File: src/pool_cfg_pkg.sv
package pool_cfg_pkg;

  ////////////////////////////////////////
  // size limits
  ////////////////////////////////////////
  localparam int MAX_WIDTH  = 64;               // widest image row in pixels
  localparam int DIM_W      = 8;                // width and height fields
  localparam int LB_DEPTH   = MAX_WIDTH / 2;    // one entry per column pair
  localparam int LB_AW      = $clog2(LB_DEPTH);

  localparam int CFG_ADDR_W = 2;
  localparam int CFG_DATA_W = 32;

  typedef enum logic {
    POOL_MAX = 1'b0,
    POOL_AVG = 1'b1
  } pool_method_e;

  // register map, word addresses
  typedef enum logic [CFG_ADDR_W-1:0] {
    REG_CTRL   = 2'd0,  // [0] enable, [1] method
    REG_WIDTH  = 2'd1,
    REG_HEIGHT = 2'd2,
    REG_STATUS = 2'd3   // [0] busy, read-only
  } cfg_reg_e;

  typedef struct packed {
    logic             enable;
    pool_method_e     method;
    logic [DIM_W-1:0] width;
    logic [DIM_W-1:0] height;
  } pool_cfg_t;

endpackage

File: src/pool_stream_pkg.sv
package pool_stream_pkg;

  localparam int N_LANES = 4;   // one per engine output stream
  localparam int PIX_W   = 16;

  // four-pixel sum needs two guard bits
  localparam int SUM_W   = PIX_W + 2;

  // results per frame over all lanes, covers 4 x 255 x 255
  localparam int CNT_W   = 20;

  typedef logic signed [PIX_W-1:0] pix_t;

  ////////////////////////////////////////
  // stream beat, forward half only
  ////////////////////////////////////////
  typedef struct packed {
    logic valid;
    pix_t data;
  } beat_t;

  typedef beat_t [N_LANES-1:0] beat_vec_t;

endpackage

File: src/pool_cfg_regs.sv
`timescale 1ns/1ps

module pool_cfg_regs import pool_cfg_pkg::*;
(
  input  logic                  clk_fast_i,
  input  logic                  rst_n,
  input  logic                  cfg_req_i,
  input  logic                  cfg_we_i,
  input  logic [CFG_ADDR_W-1:0] cfg_addr_i,
  input  logic [CFG_DATA_W-1:0] cfg_wdata_i,
  input  logic                  busy_i,
  output logic                  cfg_gnt_o,
  output logic                  cfg_r_valid_o,
  output logic [CFG_DATA_W-1:0] cfg_r_data_o,
  output pool_cfg_t             cfg_o
);

  cfg_reg_e              addr;
  pool_cfg_t             cfg_q;
  logic [CFG_DATA_W-1:0] rd_word;

  assign addr      = cfg_reg_e'(cfg_addr_i);
  assign cfg_gnt_o = cfg_req_i;  // every request taken at once
  assign cfg_o     = cfg_q;

  always_comb begin
    rd_word = '0;
    case (addr)
      REG_CTRL:   rd_word[1:0]       = {cfg_q.method, cfg_q.enable};
      REG_WIDTH:  rd_word[DIM_W-1:0] = cfg_q.width;
      REG_HEIGHT: rd_word[DIM_W-1:0] = cfg_q.height;
      REG_STATUS: rd_word[0]         = busy_i;
      default:    rd_word            = '0;
    endcase
  end

  // config locked while a frame is in flight
  always_ff @(posedge clk_fast_i or negedge rst_n) begin
    if (!rst_n) begin
      cfg_q <= '0;
    end else if (cfg_req_i && cfg_we_i && !busy_i) begin
      case (addr)
        REG_CTRL: begin
          cfg_q.enable <= cfg_wdata_i[0];
          cfg_q.method <= pool_method_e'(cfg_wdata_i[1]);
        end
        REG_WIDTH:  cfg_q.width  <= cfg_wdata_i[DIM_W-1:0];
        REG_HEIGHT: cfg_q.height <= cfg_wdata_i[DIM_W-1:0];
        default:    cfg_q        <= cfg_q;  // status has no storage
      endcase
    end
  end

  ////////////////////////////////////////
  // response, one cycle after grant
  ////////////////////////////////////////
  always_ff @(posedge clk_fast_i or negedge rst_n) begin
    if (!rst_n) begin
      cfg_r_valid_o <= 1'b0;
    end else begin
      cfg_r_valid_o <= cfg_req_i;
    end
  end

  always_ff @(posedge clk_fast_i) begin
    if (cfg_req_i) begin
      cfg_r_data_o <= cfg_we_i ? '0 : rd_word;  // writes answer zero
    end
  end

endmodule

File: src/pool_input_slice.sv
`timescale 1ns/1ps

module pool_input_slice import pool_stream_pkg::*;
(
  input  logic               clk_fast_i,
  input  logic               rst_n,
  input  beat_vec_t          s_beat_i,
  output logic [N_LANES-1:0] s_ready_o,
  output beat_vec_t          m_beat_o,
  input  logic [N_LANES-1:0] m_ready_i
);

  // one-entry register per lane, lanes stall independently
  for (genvar g = 0; g < N_LANES; g++) begin : slice_gen
    logic vld_q;
    pix_t data_q;

    // free when empty or drained this cycle
    assign s_ready_o[g] = !vld_q || m_ready_i[g];
    assign m_beat_o[g]  = '{valid: vld_q, data: data_q};

    always_ff @(posedge clk_fast_i or negedge rst_n) begin
      if (!rst_n) begin
        vld_q <= 1'b0;
      end else if (s_ready_o[g]) begin
        vld_q <= s_beat_i[g].valid;
      end
    end

    always_ff @(posedge clk_fast_i) begin
      if (s_ready_o[g] && s_beat_i[g].valid) begin
        data_q <= s_beat_i[g].data;
      end
    end
  end

endmodule

File: src/pool_lane.sv
`timescale 1ns/1ps

module pool_lane import pool_cfg_pkg::*, pool_stream_pkg::*;
(
  input  logic      clk_fast_i,
  input  logic      rst_n,
  input  pool_cfg_t cfg_i,
  input  beat_t     in_beat_i,
  output logic      in_ready_o,
  output beat_t     out_beat_o,
  input  logic      out_ready_i
);

  logic [DIM_W-1:0]        col_q;
  logic [DIM_W-1:0]        row_q;
  logic                    col_last;
  logic                    row_last;
  logic                    emit;        // current pixel yields a result
  logic                    accept;
  logic [LB_AW-1:0]        lb_idx;
  pix_t                    prev_q;      // left pixel of the pair
  pix_t                    pair_max;
  logic signed [SUM_W-1:0] pair_val;
  logic signed [SUM_W-1:0] top_val;
  logic signed [SUM_W-1:0] quad_sum;
  logic signed [SUM_W-1:0] win_max;
  logic signed [SUM_W-1:0] line_mem [LB_DEPTH];
  pix_t                    result;
  logic                    out_vld_q;
  pix_t                    out_data_q;

  assign col_last = (col_q == cfg_i.width - DIM_W'(1));
  assign row_last = (row_q == cfg_i.height - DIM_W'(1));
  assign emit     = !cfg_i.enable || (row_q[0] && col_q[0]);

  // stall only if this pixel would overwrite a pending result
  assign in_ready_o = !(out_vld_q && !out_ready_i && emit);
  assign accept     = in_beat_i.valid && in_ready_o;

  ////////////////////////////////////////
  // window arithmetic
  ////////////////////////////////////////
  assign lb_idx   = col_q[LB_AW:1];
  assign pair_max = (prev_q > in_beat_i.data) ? prev_q : in_beat_i.data;
  assign pair_val = (cfg_i.method == POOL_MAX) ? SUM_W'(pair_max)
                                               : SUM_W'(prev_q) + SUM_W'(in_beat_i.data);
  assign top_val  = line_mem[lb_idx];  // pair from the even row above
  assign quad_sum = top_val + pair_val;
  assign win_max  = (top_val > pair_val) ? top_val : pair_val;

  always_comb begin
    if (!cfg_i.enable) begin
      result = in_beat_i.data;
    end else if (cfg_i.method == POOL_MAX) begin
      result = win_max[PIX_W-1:0];
    end else begin
      result = quad_sum[SUM_W-1:2];  // >>> 2, rounds toward -inf
    end
  end

  // position in the frame, row-major
  always_ff @(posedge clk_fast_i or negedge rst_n) begin
    if (!rst_n) begin
      col_q <= '0;
      row_q <= '0;
    end else if (accept) begin
      if (col_last) begin
        col_q <= '0;
        row_q <= row_last ? '0 : row_q + DIM_W'(1);
      end else begin
        col_q <= col_q + DIM_W'(1);
      end
    end
  end

  always_ff @(posedge clk_fast_i) begin
    if (accept && !col_q[0]) begin
      prev_q <= in_beat_i.data;
    end
    if (accept && col_q[0] && !row_q[0]) begin
      line_mem[lb_idx] <= pair_val;  // even row, keep half-window
    end
  end

  ////////////////////////////////////////
  // output register
  ////////////////////////////////////////
  always_ff @(posedge clk_fast_i or negedge rst_n) begin
    if (!rst_n) begin
      out_vld_q <= 1'b0;
    end else if (accept && emit) begin
      out_vld_q <= 1'b1;
    end else if (out_ready_i) begin
      out_vld_q <= 1'b0;
    end
  end

  always_ff @(posedge clk_fast_i) begin
    if (accept && emit) begin
      out_data_q <= result;
    end
  end

  assign out_beat_o = '{valid: out_vld_q, data: out_data_q};

endmodule

File: src/pool_output_collect.sv
`timescale 1ns/1ps

module pool_output_collect import pool_cfg_pkg::*, pool_stream_pkg::*;
(
  input  logic               clk_fast_i,
  input  logic               rst_n,
  input  pool_cfg_t          cfg_i,
  input  beat_vec_t          lane_beat_i,
  output logic [N_LANES-1:0] lane_ready_o,
  output beat_vec_t          m_beat_o,
  input  logic [N_LANES-1:0] m_ready_i,
  input  logic               start_i,
  output logic               busy_o,
  output logic               evt_interrupt_o
);

  logic [DIM_W-1:0] out_w;
  logic [DIM_W-1:0] out_h;
  logic [CNT_W-1:0] expected;
  logic [CNT_W-1:0] n_xfer;    // results taken this cycle
  logic [CNT_W-1:0] cnt_q;
  logic [CNT_W-1:0] cnt_next;
  logic             busy_q;
  logic             evt_q;
  logic             done;

  assign m_beat_o     = lane_beat_i;
  assign lane_ready_o = m_ready_i;

  // results per lane shrink by four when pooling
  assign out_w    = cfg_i.enable ? cfg_i.width >> 1 : cfg_i.width;
  assign out_h    = cfg_i.enable ? cfg_i.height >> 1 : cfg_i.height;
  assign expected = CNT_W'(N_LANES) * CNT_W'(out_w) * CNT_W'(out_h);

  always_comb begin
    n_xfer = '0;
    for (int l = 0; l < N_LANES; l++) begin
      if (lane_beat_i[l].valid && m_ready_i[l]) begin
        n_xfer = n_xfer + CNT_W'(1);
      end
    end
  end

  assign cnt_next = cnt_q + n_xfer;
  assign done     = busy_q && (n_xfer != '0) && (cnt_next == expected);

  always_ff @(posedge clk_fast_i or negedge rst_n) begin
    if (!rst_n) begin
      busy_q <= 1'b0;
      cnt_q  <= '0;
      evt_q  <= 1'b0;
    end else begin
      evt_q <= done;  // one cycle after the last transfer
      if (done) begin
        busy_q <= 1'b0;
        cnt_q  <= '0;
      end else if (busy_q) begin
        cnt_q <= cnt_next;
      end else if (start_i) begin
        busy_q <= 1'b1;
      end
    end
  end

  assign busy_o          = busy_q;
  assign evt_interrupt_o = evt_q;

endmodule

File: src/pool_top.sv
`timescale 1ns/1ps

module pool_top import pool_cfg_pkg::*, pool_stream_pkg::*;
(
  input  logic                  clk_fast_i,
  input  logic                  rst_n,
  input  logic                  cfg_req_i,
  input  logic                  cfg_we_i,
  input  logic [CFG_ADDR_W-1:0] cfg_addr_i,
  input  logic [CFG_DATA_W-1:0] cfg_wdata_i,
  output logic                  cfg_gnt_o,
  output logic                  cfg_r_valid_o,
  output logic [CFG_DATA_W-1:0] cfg_r_data_o,
  input  beat_vec_t             s_beat_i,
  output logic [N_LANES-1:0]    s_ready_o,
  output beat_vec_t             m_beat_o,
  input  logic [N_LANES-1:0]    m_ready_i,
  output logic                  evt_interrupt_o
);

  pool_cfg_t          cfg;
  logic               busy;
  logic               start;        // any input transfer
  beat_vec_t          slice_beat;
  logic [N_LANES-1:0] slice_ready;
  beat_vec_t          lane_beat;
  logic [N_LANES-1:0] lane_ready;

  always_comb begin
    start = 1'b0;
    for (int l = 0; l < N_LANES; l++) begin
      start = start | (s_beat_i[l].valid & s_ready_o[l]);
    end
  end

  pool_cfg_regs i_cfg_regs (
    .clk_fast_i    (clk_fast_i),
    .rst_n         (rst_n),
    .cfg_req_i     (cfg_req_i),
    .cfg_we_i      (cfg_we_i),
    .cfg_addr_i    (cfg_addr_i),
    .cfg_wdata_i   (cfg_wdata_i),
    .busy_i        (busy),
    .cfg_gnt_o     (cfg_gnt_o),
    .cfg_r_valid_o (cfg_r_valid_o),
    .cfg_r_data_o  (cfg_r_data_o),
    .cfg_o         (cfg)
  );

  pool_input_slice i_input_slice (
    .clk_fast_i (clk_fast_i),
    .rst_n      (rst_n),
    .s_beat_i   (s_beat_i),
    .s_ready_o  (s_ready_o),
    .m_beat_o   (slice_beat),
    .m_ready_i  (slice_ready)
  );

  ////////////////////////////////////////
  // pooling lanes
  ////////////////////////////////////////
  for (genvar g = 0; g < N_LANES; g++) begin : lane_gen
    pool_lane i_lane (
      .clk_fast_i  (clk_fast_i),
      .rst_n       (rst_n),
      .cfg_i       (cfg),
      .in_beat_i   (slice_beat[g]),
      .in_ready_o  (slice_ready[g]),
      .out_beat_o  (lane_beat[g]),
      .out_ready_i (lane_ready[g])
    );
  end

  pool_output_collect i_output_collect (
    .clk_fast_i      (clk_fast_i),
    .rst_n           (rst_n),
    .cfg_i           (cfg),
    .lane_beat_i     (lane_beat),
    .lane_ready_o    (lane_ready),
    .m_beat_o        (m_beat_o),
    .m_ready_i       (m_ready_i),
    .start_i         (start),
    .busy_o          (busy),
    .evt_interrupt_o (evt_interrupt_o)
  );

endmodule

File: config.mk
export PLATFORM = sky130hd
export DESIGN_NAME = pool_top
export DESIGN_NICKNAME = d
export VERILOG_FILES = /design/src/pool_cfg_pkg.sv /design/src/pool_stream_pkg.sv /design/src/pool_cfg_regs.sv /design/src/pool_input_slice.sv /design/src/pool_lane.sv /design/src/pool_output_collect.sv /design/src/pool_top.sv
export SDC_FILE = /design/constraint.sdc
export NUM_CORES = 2
export LEC_CHECK = 0
export BUFFER_PORTS_ARGS = -buffer_cell sky130_fd_sc_hd__buf_2
export CELL_PAD_IN_SITES_DETAIL_PLACEMENT = 1
export CELL_PAD_IN_SITES_GLOBAL_PLACEMENT = 2
export CORE_MARGIN = 2
export CORE_UTILIZATION = 48
export DETAILED_ROUTE_END_ITERATION = 16
export PLACE_DENSITY = 0.88
export RECOVER_POWER = 100
export SLEW_MARGIN = 10
export SYNTH_ARGS = -nofsm -noshare
export SYNTH_HDL_FRONTEND = slang
export SYNTH_HIERARCHICAL = 1
export SYNTH_SLANG_ARGS = --single-unit
export TNS_END_PERCENT = 100
File: constraint.sdc
create_clock -name clk_fast_i -period 6.8 [get_ports clk_fast_i]
set_input_delay 1.36 -clock clk_fast_i [delete_from_list [all_inputs] [get_ports clk_fast_i]]
set_output_delay 1.36 -clock clk_fast_i [all_outputs]
set_load 0.03 [all_outputs]
# Word-level counts from Yosys, hierarchy flattened
# Memories as Yosys holds them, arrays and structs flattened.
# Cells that the tools add are included.
# totals
ramBits,2304
memories,4
out_inout_bits,107
wordCells,238
input_bits,110
register_bits,337
# memory_table
name,depth,word_bits,rd,rd_ports_with_merged_regs,write_ports,line,rtl
lane_gen[0].i_lane.line_mem,32,18,1,0,1,pool_lane.sv:27,logic signed [SUM_W-1:0] line_mem [LB_DEPTH];
lane_gen[1].i_lane.line_mem,32,18,1,0,1,pool_lane.sv:27,
lane_gen[2].i_lane.line_mem,32,18,1,0,1,pool_lane.sv:27,
lane_gen[3].i_lane.line_mem,32,18,1,0,1,pool_lane.sv:27,
# classes
add_sub_neg,22
mul,1
mux,58
n_lt_le_gt_ge,8
n_bitwise,7
reduce_logical,88
eq_ne,12
# op_table
op,count
16-bit 2-to-1 mux,16
20-bit 2-to-1 mux,5
8-bit 2-to-1 mux,10
18-bit adder,4
18-bit greater-than comparator,4
18-bit 2-to-1 mux,4
16-bit by 16-bit adder with 17-bit output,4
8-bit by 1-bit adder with 8-bit output (second input constant),8
8-bit equality test,8
16-bit greater-than comparator,4
20-bit by 1-bit adder with 20-bit output (second input constant),3
1-bit logical AND,44
1-bit logical NOT,22
20-bit adder,1
20-bit by 19-bit equality test with 1-bit output,1
1-bit 2-to-1 mux,20
20-bit nonzero test,1
8-bit by 8-bit multiplier with 16-bit output,1
8-bit by 1-bit subtractor with 8-bit output (second input constant),2
2-bit AND reduction,7
6-bit one-hot mux with 2 select lines,1
2-bit nonzero test,5
1-bit logical OR,8
1-bit bitwise AND,4
6 further kinds,9

# Depth between registers and ports, before layout
# logic_depth
word_depth,12
depth_mapped,22
mapped_depth_nobuf,20

# Cells and area by module
# The synthesis kept the hierarchy.
# modules_own_cells
mod,n_inst,area_per_inst_um2,cells_each
pool_lane at lane_gen[2].i_lane ...,2,25908.6,1485
pool_lane at lane_gen[1].i_lane,1,25952.4,1509
pool_lane at lane_gen[0].i_lane,1,25943.6,1503
pool_output_collect,1,4650.7,562
pool_input_slice,1,2167.1,84
pool_cfg_regs,1,1352.5,102
pool_top,1,18.8,3

# Least setup slack after synthesis
# No wires, ideal clock.
# synth_path
path_type,reg-to-reg
start,reg i_cfg_regs.cfg_q (netlist bit i_cfg_regs/cfg_o[17])
end,reg i_output_collect.cnt_q[12]
n_path_buf,3
path_slack_ns,0.675
t_required_ns,6.678
stages_incl_launch_ff,22
setup_ns,0.122
arrival_time_ns,6.003
synth_period_minus_slack_ns,6.125
cell_sequence,dfrtp_1 > clkbuf_1 > buf_1 > mux2i_1 > nor2_1 > fa_1 > inv_1 > fa_1 > fa_1 > fa_1 > inv_1 > ha_1 > a21oi_1 > o21ai_0 > or3_1 > o22ai_1 > xnor2_1 > o211ai_1 > a31oi_1 > nor4_4 > buf_6 > nor3_1
# synth_between
elab_chain_cells,5
word_cells_on_any_way,7
cone_classes,mul (1); eq/ne (1); mux (3); reduce/logical (2)
# synth_rtl
item,line,rtl
"start, declared",pool_cfg_regs.sv:19,pool_cfg_t cfg_q;
"start signal, assigned",pool_cfg_regs.sv:49,default: cfg_q <= cfg_q;
8-bit 2-to-1 mux (on tied branches),"pool_output_collect.sv:31, pool_output_collect.sv:32",
8-bit by 8-bit multiplier with 16-bit output (*),pool_output_collect.sv:33,assign expected = CNT_W'(N_LANES) * CNT_W'(out_w) * CNT_W'(out_h);
20-bit by 19-bit equality test with 1-bit output (*),pool_output_collect.sv:45,assign done = busy_q && (n_xfer != '0) && (cnt_next == expected);
1-bit logical AND (*),pool_output_collect.sv:45,
20-bit 2-to-1 mux or 2-bit nonzero test (tied branches),n/a,
"end signal, assigned",pool_output_collect.sv:58,cnt_q <= cnt_next;
"end, declared",pool_output_collect.sv:21,logic [CNT_W-1:0] cnt_q;
# Mark *: on every way between the ends. The rest lies on a longest branch, timed or not.
# A chain may end at the register's enable or synchronous reset.

# Worst setup path after layout
# layout_path
start,reg i_cfg_regs.cfg_q (netlist bit i_cfg_regs/cfg_o[17])
end,out s_ready_o[0]
# layout_between
elab_chain_cells,5
# layout_rtl
item,line,rtl
1-bit logical NOT,pool_lane.sv:34,assign emit = !cfg_i.enable || (row_q[0] && col_q[0]);
1-bit logical OR,pool_lane.sv:34,
1-bit logical AND,pool_lane.sv:37,assign in_ready_o = !(out_vld_q && !out_ready_i && emit);
1-bit logical NOT,pool_lane.sv:37,
net slice_ready[0],pool_top.sv:25,logic [N_LANES-1:0] slice_ready;
1-bit logical OR,pool_input_slice.sv:19,assign s_ready_o[g] = !vld_q || m_ready_i[g];
"end, declared",pool_top.sv:15,"output logic [N_LANES-1:0] s_ready_o,"
# The timed path passes the listed nets, and every way through them passes these cells.

==> summary.txt <==
Setup path
  • Worst r2r dst: lane_gen[2].i_lane/out_data_q[8]
  • Critical Path RT: 5.44 ns
  • Reg2Reg Depth: 19
  • Reg-to-Reg Start: i_input_slice/slice_gen[2].data_q[10]
  • Reg2Reg Setup Slack: 0.35 ns
  • CP Capture Type: primary output
  • Worst-path fanout max: 42
  • Crit path to: s_ready_o[0]
  • Worst setup SP type: flip-flop
  • Setup CP Type: reg -> out
  • Critical path origin: i_cfg_regs/cfg_o[17]
  • Worst path arrival time: 5.22 ns

Layout
  • Post-Layout Cell Count: 10400
  • Nets: 7584
  • Filler Cell Count: 21500
  • Area growth from synthesis to layout: 11.9%
  • Share of cells above drive strength 1: 18.3%

Global routing
  • Grt ovf: 0
  • Gr usage total: 27.0%
  • Vias in the first global route: 69000
  • Largest net degree at the start of global routing: 85
  • Initial antenna violation count: 24
  • First-pass GRT wire length: 473000 um

Timing
  • Tmin final: 6.58 ns
  • Relative slew slack: -107%
  • Fin. Hold Viols: 0
  • RSZ-0062 raised after global routing: false
  • Fmax: 0.152 GHz
  • Setup Skew: 0.0797 ns
  • Final Cycle Share: 96.7%
  • Hold WS: 0.516 ns
  • Least-Margin Pin Slew: 3.10 ns
  • Setup tns final: 0 ns
  • Count of final setup violators: 0
  • Final Max Slew Viols: 1954

Run
  • Max-Cap Viols: 75

Clock tree
  • TritonCTS clock tree: built
  • Cts repair resizes: 0
  • Postcts setup bufs: 0
  • # hold bufs at CTS: 0
  • H-tree levels: 5
  • Clock buffer depth: 4
  • Clk root buf: clkbuf_16
  • Clock slew seen by the registers of the worst setup and hold paths: 0.06 ns
  • CTS Buf Count: 283
  • Clock Sinks: 2489
  • Skew-Pair Late Insertion Delay: 0.95 ns

Logic synthesis
  • Cells after synthesis: 6733
  • Cell variety after synth: 112
  • Flops & latches, synth: 2489
  • Mux cell area share after synthesis: 12.6%
  • Mapped Area: 112000 um^2
  • Largest family of logic cells by synthesized area: multiplexers
  • Adder-Cell Fraction of Synth Area: 4.41%
  • Ys flop type: edfxtp_1
  • Post-Synth XOR/XNOR Area: 1.93%
  • Simple-gate share of the synthesized area: 5.97%
  • Syn. warnings: 6
  • Syn avg cell area: 16.6 um^2
  • Post-synth EDFFs: 2376
  • FFs w/ async S/R, synth: 4.54%
  • Sequential area share after synthesis: 66.3%
  • Synth Area in Compound Gates: 6.04%

Power and ir drop
  • Flop pwr share: 36.9%
  • Maximum vdd drop: 0.331 mV
  • Psw: 19.4 mW
  • Clock share of power: 27.2%
  • Static Leak: 41.7 nW
  • Sw frac: 35.7%
  • PwrDens: 433 nW/um^2
  • Comb pwr share: 35.9%
  • P_int: 34.8 mW

Drt
  • Final Routed Wirelength: 322000 um
  • Remaining DRCs: 0
  • Wire length on met2: 159000 um
  • ANT nets after route: 0
  • First-pass DRT Iterations: 6
  • Met3 WL: 24900 um
  • Met1 Wirelength: 122000 um
  • Vias per cell: 6.31
  • Vias: 65300
  • DR WL/cell: 31.1 um
  • Detailed Route Iter0 Violations: 6826
  • Max layer used: met5

Min path
  • Hold depth: 0
  • Hold crit path type: reg -> reg

Place
  • Placed insts: 9861
  • Gpl congestion: 0.872
  • IO buf count: 168
  • Dpl hpwl: 206000 um

Floorplanning
  • Die H: 487 um
  • Die area: 237000 um^2
  • Core Box Area: 232000 um^2
  • Die W: 487 um
  • Starting Density: 48.2%
  • Row count: 177
  • IO Count: 217

Run status
  • Status: complete, but fails checks
  • Failing checks: capacitance limit, slew limit
## cell usage after synthesis (15+ instances only)
cell type / number / area share, %
edfxtp_1: 2376 / 64
mux4_2: 544 / 11
nor2_1: 428 / 1.4
ha_1: 329 / 3.7
inv_1: 257 / 0.86
nand2_1: 232 / 0.78
a22oi_1: 220 / 1.5
clkbuf_1: 175 / 0.59
xnor2_1: 171 / 1.3
a21oi_1: 144 / 0.64
o21ai_0: 132 / 0.59
buf_4: 118 / 0.79
dfrtp_1: 113 / 2.5
buf_2: 91 / 0.41
mux2i_1: 88 / 0.79
nand3_1: 83 / 0.37
mux2_2: 80 / 0.81
xor2_1: 74 / 0.58
nand2b_1: 72 / 0.40
nor3_1: 70 / 0.31
nand4_1: 69 / 0.39
nor2b_1: 55 / 0.31
and2_1: 43 / 0.24
a22o_1: 41 / 0.32
fa_1: 41 / 0.73
or3_1: 39 / 0.22
o22ai_1: 37 / 0.21
a211oi_1: 31 / 0.21
nor4_1: 31 / 0.17
o211ai_1: 31 / 0.21
and3_1: 29 / 0.16
a211o_1: 28 / 0.22
o31ai_1: 28 / 0.19
a21o_1: 25 / 0.17
a31oi_1: 25 / 0.14
nand4b_1: 25 / 0.20
o221ai_1: 25 / 0.20
nand3b_1: 24 / 0.16
a221oi_1: 22 / 0.17
buf_1: 21 / 0.070
o21bai_1: 21 / 0.14
nor3b_1: 15 / 0.10
## worst min-delay path by stage
stage / to / startpoint
after CTS: i_cfg_regs/cfg_r_valid_o / rst_n
after floorplan: lane_gen[0].i_lane/prev_q[3] / i_input_slice/slice_gen[0].data_q[3]
after global placement: lane_gen[0].i_lane/prev_q[3] / i_input_slice/slice_gen[0].data_q[3]
final: lane_gen[0].i_lane/prev_q[8] / i_input_slice/slice_gen[0].data_q[8]
after detailed placement: lane_gen[0].i_lane/prev_q[3] / i_input_slice/slice_gen[0].data_q[3]
after global routing: lane_gen[0].i_lane/prev_q[8] / i_input_slice/slice_gen[0].data_q[8]
## layout by cell type (no fill, tap or decap), drive strengths merged, types with 27 or more instances in the layout
| cell | synthesis | routed |
|---|---|---|
| nor3 | 70 | 70 |
| nand2b | 76 | 76 |
| nor4 | 38 | 38 |
| a211oi | 31 | 31 |
| and3 | 29 | 29 |
| o211ai | 32 | 32 |
| inv | 259 | 275 |
| nand4b | 27 | 27 |
| mux2i | 89 | 89 |
| nand2 | 235 | 235 |
| and2 | 49 | 49 |
| a22oi | 220 | 220 |
| a21oi | 150 | 150 |
| a22o | 41 | 41 |
| xnor2 | 172 | 172 |
| xor2 | 74 | 74 |
| nand3 | 84 | 84 |
| o31ai | 28 | 28 |
| ha | 329 | 329 |
| nand4 | 70 | 70 |
| fa | 41 | 41 |
| a211o | 28 | 28 |
| or3 | 39 | 39 |
| o22ai | 37 | 37 |
| clkinv | 3 | 89 |
| clkbuf | 177 | 614 |
| nor2b | 55 | 55 |
| edfxtp | 2376 | 2376 |
| o21ai | 140 | 140 |
| buf | 236 | 204 |
| nor2 | 428 | 428 |
| mux4 | 544 | 544 |
| mux2 | 80 | 80 |
| dfrtp | 113 | 113 |
## kinds of logic after synthesis
kind of cell | count (synthesis)
multiplexers | 713
adder cells (fa/ha/maj) | 370
AND/OR/NAND/NOR | 1297
XOR/XNOR | 246
AO/OA/AOI/OAI | 941
other | 2
buffers and inverters | 675
flip-flops | 2489
## state kept, by name (all words and copies together), names as in the netlist
| signal | flops |
|---|---|
| lane_gen.i_lane/out_vld_q | 4 |
| lane_gen.i_lane/row_q | 32 |
| lane_gen.i_lane/col_q | 32 |
| lane_gen.i_lane/out_data_q | 64 |
| i_input_slice/slice_gen.vld_q | 4 |
| i_cfg_regs/cfg_r_valid_o | 1 |
| i_output_collect/evt_interrupt_o | 1 |
| i_input_slice/slice_gen.data_q | 64 |
| i_output_collect/busy_o | 1 |
| i_output_collect/cnt_q | 20 |
| i_cfg_regs/cfg_r_data_o | 8 |
| lane_gen.i_lane/line_mem | 2176 |
| lane_gen.i_lane/prev_q | 64 |
| i_cfg_regs/cfg_o | 18 |
## area by class of cell
cell class / count / area [um^2] / share of cell area (%)
Sequential cell: 2489 / 74200 / 59.2
Multi-Input combinational cell: 3592 / 34900 / 27.9
Clock buffer: 342 / 7430 / 5.93
Tap cell: 3043 / 3810 / 3.04
Timing Repair Buffer: 476 / 2590 / 2.07
Clock inverter: 134 / 1290 / 1.03
Inverter: 262 / 983 / 0.785
Antenna cell: 15 / 37.5 / 0.0300
## metrics by stage
stage               setup slack [ns]  total power, mW  cell area [um^2]  utilization (%)
floorplan                      0.675             32.9            112000                -
global placement               0.650             38.7            118000             50.6
detailed placement             0.556             39.6            118000             50.6
CTS                            0.558             54.5            126000             54.4
global route                   0.113             56.3            125000             54.0
finish                         0.224             54.2            125000             54.0
## per-layer routing
layer	up-vias	global-route usage, %
met2	3039	44.8
li1	27300	-
met5	-	0
met1	34200	35.2
met4	12	12.0
met3	745	4.36
## critical path: stages (launching register included)
cell and delay, ns:
dfrtp_4 0.83, clkbuf_1 1.21, inv_1 0.67, a21oi_1 0.43
or3_1 0.21, nand2b_1 0.54, clkbuf_1 0.39
## power groups by stage
stage	combinational, mW	clock [mW]	sequential, mW
2_1_floorplan	13.5	0	19.4
3_3_place_gp	18.6	0	20.1
3_5_place_dp	19.4	0	20.2
4_1_cts	19.6	15.0	19.9
5_1_grt	20.8	15.4	20.1
6_report	19.5	14.8	20.0
No activity file was read; power rests on OpenSTA's default activity.
